`src/source/rv_decode_pkg.sv`:
```
package rv_decode_pkg;

        // data path width
        localparam int xlen = 32;

        // major opcodes, bits [6:0] of the instruction
        typedef enum logic [6:0] {
                r_type = 7'b0110011,
                i_type = 7'b0010011,
                b_type = 7'b1100011,
                jal    = 7'b1101111,
                jalr   = 7'b1100111,
                load   = 7'b0000011,
                store  = 7'b0100011,
                lui    = 7'b0110111,
                auipc  = 7'b0010111,
                system = 7'b1110011
        } opcode_e;

        // alu op class handed from main decoder to alu control
        typedef enum logic [1:0] {
                load_store = 2'b00,
                i_arith    = 2'b01,
                b_cmp      = 2'b10,
                r_arith    = 2'b11
        } alu_op_e;

        // alu function, roughly {funct7[5], funct3}
        typedef enum logic [3:0] {
                alu_add  = 4'b0000,
                alu_sll  = 4'b0001,
                alu_slt  = 4'b0010,
                alu_sltu = 4'b0011,
                alu_xor  = 4'b0100,
                alu_srl  = 4'b0101,
                alu_or   = 4'b0110,
                alu_and  = 4'b0111,
                alu_sub  = 4'b1000,
                alu_sra  = 4'b1101
        } alu_sel_e;

        // main decoder outputs
        typedef struct packed {
                logic        reg_write;
                logic        mem_write;
                // 0 alu, 1 memory, 2 csr
                logic [1:0]  mem_csr_to_reg;
                logic        branch;
                logic        alu_src;
                logic        jump;
                alu_op_e     alu_op;
                logic        lui;
                logic        auipc;
                logic        jal;
                logic        r_type;
                logic        csr_type;
        } ctrl_t;

        // payload from fetch
        typedef struct packed {
                logic [31:0]     instr;
                logic [xlen-1:0] pc;
        } fetch_t;

        // writeback port
        typedef struct packed {
                logic            valid;
                logic [4:0]      rd;
                logic [xlen-1:0] data;
        } wb_t;

        // bundle offered to execute
        typedef struct packed {
                ctrl_t           ctrl;
                alu_sel_e        alu_sel;
                logic [xlen-1:0] rs1_val;
                logic [xlen-1:0] rs2_val;
                logic [xlen-1:0] imm;
                logic [xlen-1:0] pc;
                logic [4:0]      rd;
                logic [2:0]      funct3;
        } decoded_t;

endpackage

```
`src/source/decode_control.sv`:
```
`timescale 1ns/1ps

module decode_control (
        input  logic [6:0]           opcode,
        output rv_decode_pkg::ctrl_t ctrl
);

        always_comb begin
                // unknown opcode falls through as a no-op bundle
                ctrl = '0;
                ctrl.alu_op = rv_decode_pkg::load_store;
                case (opcode)
                rv_decode_pkg::r_type: begin
                        ctrl.reg_write = 1'b1;
                        ctrl.alu_op = rv_decode_pkg::r_arith;
                        ctrl.r_type = 1'b1;
                end
                rv_decode_pkg::i_type: begin
                        ctrl.reg_write = 1'b1;
                        ctrl.alu_src = 1'b1;
                        ctrl.alu_op = rv_decode_pkg::i_arith;
                end
                rv_decode_pkg::load: begin
                        ctrl.reg_write = 1'b1;
                        ctrl.alu_src = 1'b1;
                        // result comes back from memory
                        ctrl.mem_csr_to_reg = 2'd1;
                end
                rv_decode_pkg::store: begin
                        ctrl.mem_write = 1'b1;
                        ctrl.alu_src = 1'b1;
                end
                rv_decode_pkg::b_type: begin
                        // compare by subtraction in execute
                        ctrl.branch = 1'b1;
                        ctrl.alu_op = rv_decode_pkg::b_cmp;
                end
                rv_decode_pkg::jal: begin
                        ctrl.reg_write = 1'b1;
                        ctrl.alu_src = 1'b1;
                        ctrl.jump = 1'b1;
                        ctrl.jal = 1'b1;
                end
                rv_decode_pkg::jalr: begin
                        // target from rs1 plus imm, jal flag stays low
                        ctrl.reg_write = 1'b1;
                        ctrl.alu_src = 1'b1;
                        ctrl.jump = 1'b1;
                end
                rv_decode_pkg::lui: begin
                        ctrl.reg_write = 1'b1;
                        ctrl.alu_src = 1'b1;
                        ctrl.lui = 1'b1;
                end
                rv_decode_pkg::auipc: begin
                        ctrl.reg_write = 1'b1;
                        ctrl.alu_src = 1'b1;
                        ctrl.auipc = 1'b1;
                end
                rv_decode_pkg::system: begin
                        // csr read value goes to rd, also covers mret
                        ctrl.reg_write = 1'b1;
                        ctrl.mem_csr_to_reg = 2'd2;
                        ctrl.csr_type = 1'b1;
                end
                default: begin
                        ctrl = '0;
                end
                endcase
        end

        // checks on the finished bundle, seen by execute and writeback
        always_comb begin
                // a store never writes back
                assert (!(ctrl.reg_write && ctrl.mem_write))
                        else $error("reg_write and mem_write both set");
                // csr ops must route the csr value to rd
                assert (!ctrl.csr_type || ctrl.mem_csr_to_reg == 2'd2)
                        else $error("csr_type without csr writeback select");
        end

endmodule

```
`src/source/alu_control.sv`:
```
`timescale 1ns/1ps

module alu_control (
        input  rv_decode_pkg::alu_op_e  alu_op,
        input  logic [2:0]              funct3,
        input  logic                    funct7_b5,
        output rv_decode_pkg::alu_sel_e alu_sel
);

        // sub only exists as a register-register op
        logic use_sub;

        assign use_sub = (alu_op == rv_decode_pkg::r_arith) && funct7_b5;

        always_comb begin
                alu_sel = rv_decode_pkg::alu_add;
                case (alu_op)
                // address calc for loads, stores, jumps, upper imm
                rv_decode_pkg::load_store: alu_sel = rv_decode_pkg::alu_add;
                rv_decode_pkg::b_cmp:      alu_sel = rv_decode_pkg::alu_sub;
                default: begin
                        // i_arith and r_arith share the funct3 map
                        case (funct3)
                        3'b000: alu_sel = use_sub ? rv_decode_pkg::alu_sub
                                                  : rv_decode_pkg::alu_add;
                        3'b001: alu_sel = rv_decode_pkg::alu_sll;
                        3'b010: alu_sel = rv_decode_pkg::alu_slt;
                        3'b011: alu_sel = rv_decode_pkg::alu_sltu;
                        3'b100: alu_sel = rv_decode_pkg::alu_xor;
                        // srai keeps funct7 bit 5 in the imm field
                        3'b101: alu_sel = funct7_b5 ? rv_decode_pkg::alu_sra
                                                    : rv_decode_pkg::alu_srl;
                        3'b110: alu_sel = rv_decode_pkg::alu_or;
                        default: alu_sel = rv_decode_pkg::alu_and;
                        endcase
                end
                endcase
        end

endmodule

```
`src/source/imm_gen.sv`:
```
`timescale 1ns/1ps

module imm_gen (
        input  logic [31:0]                     instr,
        input  rv_decode_pkg::opcode_e          opcode,
        output logic [rv_decode_pkg::xlen-1:0]  imm
);

        // every format extends from bit 31
        logic sign;

        assign sign = instr[31];

        always_comb begin
                case (opcode)
                rv_decode_pkg::i_type, rv_decode_pkg::load,
                rv_decode_pkg::jalr, rv_decode_pkg::system: begin
                        // i format, csr address lands here too
                        imm = {{(rv_decode_pkg::xlen-12){sign}}, instr[31:20]};
                end
                rv_decode_pkg::store: begin
                        // s format
                        imm = {{(rv_decode_pkg::xlen-12){sign}}, instr[31:25], instr[11:7]};
                end
                rv_decode_pkg::b_type: begin
                        // b format, half-word aligned
                        imm = {{(rv_decode_pkg::xlen-12){sign}}, instr[7], instr[30:25],
                               instr[11:8], 1'b0};
                end
                rv_decode_pkg::lui, rv_decode_pkg::auipc: begin
                        // u format, low 12 bits zero
                        imm = {{(rv_decode_pkg::xlen-32){sign}}, instr[31:12], 12'b0};
                end
                rv_decode_pkg::jal: begin
                        // j format
                        imm = {{(rv_decode_pkg::xlen-20){sign}}, instr[19:12], instr[20],
                               instr[30:21], 1'b0};
                end
                default: begin
                        imm = '0;
                end
                endcase
        end

endmodule

```
`src/source/register_file.sv`:
```
`timescale 1ns/1ps

module register_file #(
        parameter int num_regs = 32
) (
        input  logic                            clk,
        input  logic                            rst,
        input  logic [4:0]                      rs1,
        input  logic [4:0]                      rs2,
        input  rv_decode_pkg::wb_t              wb,
        output logic [rv_decode_pkg::xlen-1:0]  rs1_val,
        output logic [rv_decode_pkg::xlen-1:0]  rs2_val
);

        logic [rv_decode_pkg::xlen-1:0] regs [num_regs];

        // x0 and indices past num_regs never hold data
        always_ff @(posedge clk) begin
                if (rst) begin
                        for (int i = 0; i < num_regs; i++) begin
                                regs[i] <= '0;
                        end
                end else if (wb.valid && wb.rd != 5'd0 && int'(wb.rd) < num_regs) begin
                        regs[wb.rd] <= wb.data;
                end
        end

        // one read port, used twice
        function automatic logic [rv_decode_pkg::xlen-1:0] read_port(input logic [4:0] idx);
                if (idx == 5'd0 || int'(idx) >= num_regs) begin
                        return '0;
                end
                // write landing on this edge wins over the stored value
                if (wb.valid && wb.rd == idx) begin
                        return wb.data;
                end
                return regs[idx];
        endfunction

        always_comb begin
                rs1_val = read_port(rs1);
                rs2_val = read_port(rs2);
        end

endmodule

```
`src/source/decode_stage.sv`:
```
`timescale 1ns/1ps

module decode_stage #(
        parameter int num_regs = 32
) (
        input  logic                    clk,
        input  logic                    rst,
        input  logic                    in_req,
        input  rv_decode_pkg::fetch_t   in_data,
        output logic                    in_ack,
        output logic                    out_req,
        output rv_decode_pkg::decoded_t out_data,
        input  logic                    out_ack,
        input  rv_decode_pkg::wb_t      wb
);

        typedef enum logic [1:0] {
                idle,
                release_in,
                offer,
                drain
        } state_e;

        state_e                         state;
        // instruction held from accept until capture
        rv_decode_pkg::fetch_t          fetch_q;
        rv_decode_pkg::ctrl_t           ctrl;
        rv_decode_pkg::alu_sel_e        alu_sel;
        logic [rv_decode_pkg::xlen-1:0] imm;
        logic [rv_decode_pkg::xlen-1:0] rs1_val;
        logic [rv_decode_pkg::xlen-1:0] rs2_val;
        rv_decode_pkg::decoded_t        decoded;

        decode_control i_decode_control (
                .opcode (fetch_q.instr[6:0]),
                .ctrl   (ctrl)
        );

        alu_control i_alu_control (
                .alu_op    (ctrl.alu_op),
                .funct3    (fetch_q.instr[14:12]),
                .funct7_b5 (fetch_q.instr[30]),
                .alu_sel   (alu_sel)
        );

        imm_gen i_imm_gen (
                .instr  (fetch_q.instr),
                .opcode (rv_decode_pkg::opcode_e'(fetch_q.instr[6:0])),
                .imm    (imm)
        );

        register_file #(
                .num_regs (num_regs)
        ) i_register_file (
                .clk     (clk),
                .rst     (rst),
                .rs1     (fetch_q.instr[19:15]),
                .rs2     (fetch_q.instr[24:20]),
                .wb      (wb),
                .rs1_val (rs1_val),
                .rs2_val (rs2_val)
        );

        // combinational bundle, sampled on the capture edge
        always_comb begin
                decoded.ctrl = ctrl;
                decoded.alu_sel = alu_sel;
                decoded.rs1_val = rs1_val;
                decoded.rs2_val = rs2_val;
                decoded.imm = imm;
                decoded.pc = fetch_q.pc;
                decoded.rd = fetch_q.instr[11:7];
                decoded.funct3 = fetch_q.instr[14:12];
        end

        // four-phase on both sides, one instruction in the stage
        always_ff @(posedge clk) begin
                if (rst) begin
                        state <= idle;
                        in_ack <= 1'b0;
                        out_req <= 1'b0;
                        fetch_q <= '0;
                        out_data <= '0;
                end else begin
                        case (state)
                        idle: if (in_req) begin
                                fetch_q <= in_data;
                                in_ack <= 1'b1;
                                state <= release_in;
                        end
                        // fetch dropped req, capture and offer in the same edge
                        release_in: if (!in_req) begin
                                in_ack <= 1'b0;
                                out_data <= decoded;
                                out_req <= 1'b1;
                                state <= offer;
                        end
                        offer: if (out_ack) begin
                                out_req <= 1'b0;
                                state <= drain;
                        end
                        default: if (!out_ack) begin
                                state <= idle;
                        end
                        endcase
                end
        end

        // execute may sample out_data any time before it acks
        out_data_stable: assert property (@(posedge clk) disable iff (rst)
                out_req && !out_ack |=> $stable(out_data));

        // no new fetch accepted while a bundle is on offer
        no_ack_during_offer: assert property (@(posedge clk) disable iff (rst)
                !(in_ack && out_req));

endmodule

```
`config.mk`:
```
export PLATFORM = sky130hd
export DESIGN_NAME = decode_stage
export DESIGN_NICKNAME = d
export VERILOG_FILES = /design/src/source/rv_decode_pkg.sv /design/src/source/decode_control.sv /design/src/source/alu_control.sv /design/src/source/imm_gen.sv /design/src/source/register_file.sv /design/src/source/decode_stage.sv
export SDC_FILE = /design/constraint.sdc
export NUM_CORES = 2
export LEC_CHECK = 0
export ABC_AREA = 0
export BUFFER_PORTS_ARGS = -buffer_cell sky130_fd_sc_hd__buf_2
export CAP_MARGIN = 10
export CORE_ASPECT_RATIO = 1.5
export CORE_MARGIN = 3
export CORE_UTILIZATION = 45
export CTS_BUF_LIST = sky130_fd_sc_hd__clkbuf_8
export CTS_CLUSTER_SIZE = 16
export DETAILED_ROUTE_END_ITERATION = 7
export PLACE_DENSITY = 0.71
export RECOVER_POWER = 50
export SETUP_SLACK_MARGIN = 0.1
export SYNTH_ARGS = -nofsm -noshare
export SYNTH_HDL_FRONTEND = slang
export SYNTH_SLANG_ARGS = --single-unit
```
`constraint.sdc`:
```
create_clock -name clk -period 8.9 [get_ports clk]
set_input_delay 1.78 -clock clk [delete_from_list [all_inputs] [get_ports clk]]
set_output_delay 1.78 -clock clk [all_outputs]
set_load 0.005 [all_outputs]
```
==> summary by stage <==
Outcome
The flow ran to the end, but the final reports show violations. The final reports fail on max-capacitance violations, max-slew violations.

Clock network
After clock tree synthesis, the setup repair step added 0 buffers. The cell at the root of the clock tree is sky130_fd_sc_hd__clkbuf_8. The largest buffer count on any clock path is 3. The post-cts hold buffer count is 0. For the worst-skew pair, the clock arrives at the later sink with an insertion delay of roughly 0.90 ns. The number of levels the H-tree was split into is 4. The clock slew seen by the registers of the worst setup and hold paths is around 0.070 ns. The CTS sink count is between 1000 and 1500.

TritonCTS built the clock tree. The total clock buffers created by CTS is 177. In this run, post-CTS repair resized a total of 0 instances.

Logic synthesis
The cell count after synthesis is between 4000 and 5000. The most frequently used flop master after synthesis is sky130_fd_sc_hd__edfxtp_1. The Yosys step of the flow raised 0 warnings. The share of synthesized registers carrying an async set or reset is 0%. In this run the mean area of a mapped cell was approximately 14 µm². The mapped netlist covers ~64000 µm².

The sequential share of the synthesized area is 55.2%. The synthesized design contains ~1000 enable-type register cells. Counting distinct cell types in the post-synthesis netlist gives 63. The synthesized design contains about 1300 register bits.

Place
The post-place instance area is 67300 µm². Before CTS, the worst setup slack after placement is ~3.6 ns. The estimated wirelength of the detail-placed design is 133000 µm. The routability congestion estimate from global placement is around 0.95. The number of buffers inserted by port buffering is 261.

STA
Static timing analysis puts the maximum clock frequency at ~0.15 GHz. The clock arrives with around 0.038 ns of skew. For the pin with the worst max-slew slack, the measured transition is between 3 and 4 ns.

The final setup violation count is 0. The worst path in the final design needs a cycle of ~6.5 ns, including I/O delays and setup. Measured against its own limit, the worst slew margin works out to -129%. Adding up every negative setup slack in the final design gives 0 ns. The tightest hold margin is approximately 0.45 ns. The final critical-path setup slack is 2.40 ns.

The number of hold-slack violations in the final timing report is 0. Setup repair after global routing left no endpoint under its margin. The total count of max-transition violations in the final report was approximately 370. Dividing the final minimum period by the clock period gives between 70% and 80%.

Critical path
The stage delay of the slowest cell on the critical path is 2.35 ns. The data required time of the critical path is between 9 and 10 ns. The highest fanout seen on the critical path is 50. The worst register-to-register path ends at out_data[92]. The start point of the critical path is rst. The worst reg2reg path depth is 7. The highest-delay cell along the critical path is sky130_fd_sc_hd__clkbuf_1. The data arrival time of the worst path is between 7 and 8 ns.

In this run the worst setup path terminates at i_register_file.regs[6][1]. The critical path's most frequent cell is sky130_fd_sc_hd__buf_4. The critical path goes through clkbuf_1 > inv_4 > buf_4 > o21ai_0 > buf_4. The worst setup path is captured at a flop.

The startpoint type of the worst setup path is a primary input. The critical path in this run is classified as primary input to flop. Across all register-to-register paths, the minimum setup slack is 4.81 ns.

Floorplanning
After floorplanning, the core was sized to cover approximately 140000 µm². The floorplan has between 150 and 200 rows. The number of top-level pins is approximately 260. The die outline width is 314 µm.

The die covers about 150000 µm². In this run the vertical extent of the chip is approximately 470 µm. The starting density of the core is between 40% and 50%.

Global routing
The number of global-route vias before repair was about 44000. The overall track demand over capacity in global routing is roughly 28%. Global routing finished with a remaining overflow of 0.

The initial antenna violation count is 25. The first global-routing pass estimated ~300000 µm of wire. The largest net degree at the start of global routing is 97.

Cells and area
After routing the design area is about 70000 µm². The area growth from synthesis to layout is 9.84%. Cells fill between 40% and 50% of the core in the end.

The count of nets after finishing is about 4900. The fraction of layout instances using a drive strength above 1 is 22.1%.

Route
After detailed routing, the average wire length per cell comes to between 30 and 40 µm. The count of nets left with antenna violations once routing finished came out at 0. After detailed routing, the number of vias per cell comes to between 6 and 7.

The detailed router placed ~44000 vias in this run. The total length of routed wires is between 200000 and 250000 µm. In this run, the number of DRC markers left after iteration 0 of detailed routing was between 5000 and 6000. After detailed routing, the number of remaining DRC violations is 0.

For this run, the detailed router's first-pass iteration total came to 6.

Power
In this run the static leakage power is around 23 nW. Power spread over the standard cell area amounts to between 200 and 250 nW/µm². VDD sags by at most ~0.00013 V.

Hold path
The class of the most critical hold timing path is flop to flop.

Run
Max-cap violations in this run came to 14.
[where the power goes]
| part | internal (W) | switching [W] | total, W | leakage (nW) |
|---|---|---|---|---|
| combinational | 0.00141 | 0.00222 | 0.00363 | 9.91 |
| sequential | 0.00679 | 0.000399 | 0.00719 | 11.6 |
| clock | 0.00211 | 0.00225 | 0.00437 | 1.86 |
[per-stage QoR]
| step | power (W) | std cells |
|---|---|---|
| 6_report | 0.0152 | 6818 |
| 4_1_cts | 0.0151 | 6806 |
| 3_3_place_gp | 0.0108 | 6483 |
| 2_1_floorplan | 0.00945 | 4719 |
| 5_1_grt | 0.0157 | 6811 |
| 3_5_place_dp | 0.0109 | 6487 |
[worst min-delay path by stage]
stage                     cells after the start           end  slack (ns)    startpoint
after global routing                          2  out_data[10]        0.46   decoded[10]
after detailed placement                      2  out_data[15]        0.44  out_data[15]
after floorplan                               2  out_data[10]        0.43   decoded[10]
final                                         2  out_data[17]        0.45   decoded[17]
after CTS                                     2  out_data[50]        0.45  out_data[50]
after global placement                        2  out_data[31]        0.44   decoded[31]
[area by class of cell]
type	count	area (µm²)
fillers	11900	71100
flip-flops and latches	1255	35400
multi-input cells	2952	27000
clock buffers	197	2710
well taps	1881	2350
repair buffers	386	2230
clock inverters	122	599
inverters	14	56.3
diodes	11	27.5
[synthesized netlist by cell type, drive strengths merged (3+ instances only)]
cell / instances / area [µm²]
edfxtp: 1024 / 30700
and2: 1003 / 6270
mux4: 494 / 11200
clkbuf: 370 / 1390
nand2: 329 / 1230
dfxtp: 231 / 4620
a21oi: 188 / 941
mux2i: 185 / 1850
buf: 128 / 793
o21ai: 109 / 546
a22oi: 106 / 796
nor2: 74 / 278
o21a: 45 / 338
a31oi: 44 / 275
o211ai: 42 / 315
a211oi: 39 / 293
nand3: 29 / 145
a32oi: 26 / 228
o221ai: 26 / 228
mux2: 25 / 282
a221oi: 24 / 223
o2111ai: 18 / 158
inv: 14 / 52.6
nor2b: 10 / 62.6
nand2b: 9 / 56.3
a211o: 8 / 70.1
nand4: 8 / 50.1
or4: 7 / 52.6
xor2: 7 / 61.3
a222oi: 6 / 60.1
nand3b: 6 / 45.0
nor3: 6 / 30.0
o22ai: 6 / 37.5
nand4b: 4 / 35.0
or3b: 4 / 35.0
xnor2: 4 / 35.0
a32o: 3 / 30.0
ha: 3 / 37.5
nor4: 3 / 25.0
or2: 3 / 18.8
[cells in the final DEF, fill, tap and decap left out, types with 8 or more instances in the layout]
| master | instances |
|---|---|
| sky130_fd_sc_hd__edfxtp_1 | 1024 |
| sky130_fd_sc_hd__and2_1 | 733 |
| sky130_fd_sc_hd__mux4_2 | 472 |
| sky130_fd_sc_hd__nand2_1 | 328 |
| sky130_fd_sc_hd__and2_0 | 267 |
| sky130_fd_sc_hd__dfxtp_1 | 223 |
| sky130_fd_sc_hd__clkbuf_8 | 197 |
| sky130_fd_sc_hd__a21oi_1 | 187 |
| sky130_fd_sc_hd__mux2i_1 | 185 |
| sky130_fd_sc_hd__buf_2 | 165 |
| sky130_fd_sc_hd__clkbuf_1 | 108 |
| sky130_fd_sc_hd__a22oi_1 | 106 |
| sky130_fd_sc_hd__buf_4 | 102 |
| sky130_fd_sc_hd__o21ai_0 | 67 |
| sky130_fd_sc_hd__nor2_1 | 55 |
| sky130_fd_sc_hd__inv_1 | 50 |
| sky130_fd_sc_hd__o21a_1 | 45 |
| sky130_fd_sc_hd__clkinv_1 | 45 |
| sky130_fd_sc_hd__a31oi_1 | 44 |
| sky130_fd_sc_hd__o211ai_1 | 42 |
| sky130_fd_sc_hd__a211oi_1 | 39 |
| sky130_fd_sc_hd__conb_1 | 32 |
| sky130_fd_sc_hd__nand3_1 | 29 |
| sky130_fd_sc_hd__clkinv_2 | 28 |
| sky130_fd_sc_hd__o21ai_4 | 26 |
| sky130_fd_sc_hd__o221ai_1 | 26 |
| sky130_fd_sc_hd__a32oi_1 | 26 |
| sky130_fd_sc_hd__mux2_2 | 25 |
| sky130_fd_sc_hd__mux4_1 | 22 |
| sky130_fd_sc_hd__a221oi_1 | 22 |
| sky130_fd_sc_hd__nor2_2 | 19 |
| sky130_fd_sc_hd__o2111ai_1 | 18 |
| sky130_fd_sc_hd__o21ai_1 | 16 |
| sky130_fd_sc_hd__diode_2 | 11 |
| sky130_fd_sc_hd__nand2b_1 | 8 |
| sky130_fd_sc_hd__a211o_1 | 8 |
| sky130_fd_sc_hd__nand4_1 | 8 |
[registers in the layout, indices dropped and copies added (netlist names), named ones only]
signal                flops
decoded                  40
i_register_file.regs   1024
fetch_q                  24
out_req                   1
in_ack                    1
state                     2
out_data                153
[worst max-delay path, delay by kind of cell]
family                 cells  cell delay [ns]
AOI/OAI and AO/OA          1             0.53
buffers and inverters      4             4.58
[per-layer routing]
| metal | global-route usage [%] | wire length [µm] | vias up |
|---|---|---|---|
| met2 | 46.3 | 101000 | 2935 |
| met3 | 7.03 | 22800 | 889 |
| met5 | 0 | 107 | - |
| met4 | 21.6 | 19200 | 18 |
| li1 | - | - | 18000 |
| met1 | 31.8 | 67500 | 21900 |
[kinds of logic after synthesis]
group	share of synthesized area [%]
XOR/XNOR	0.150
flip-flops	55.2
AND/OR/NAND/NOR	13.1
AO/OA/AOI/OAI	7.18
adder cells (fa/ha/maj)	0.0586
other	0.00585
buffers and inverters	3.49
multiplexers	20.8
No activity file was read; power rests on OpenSTA's default activity.
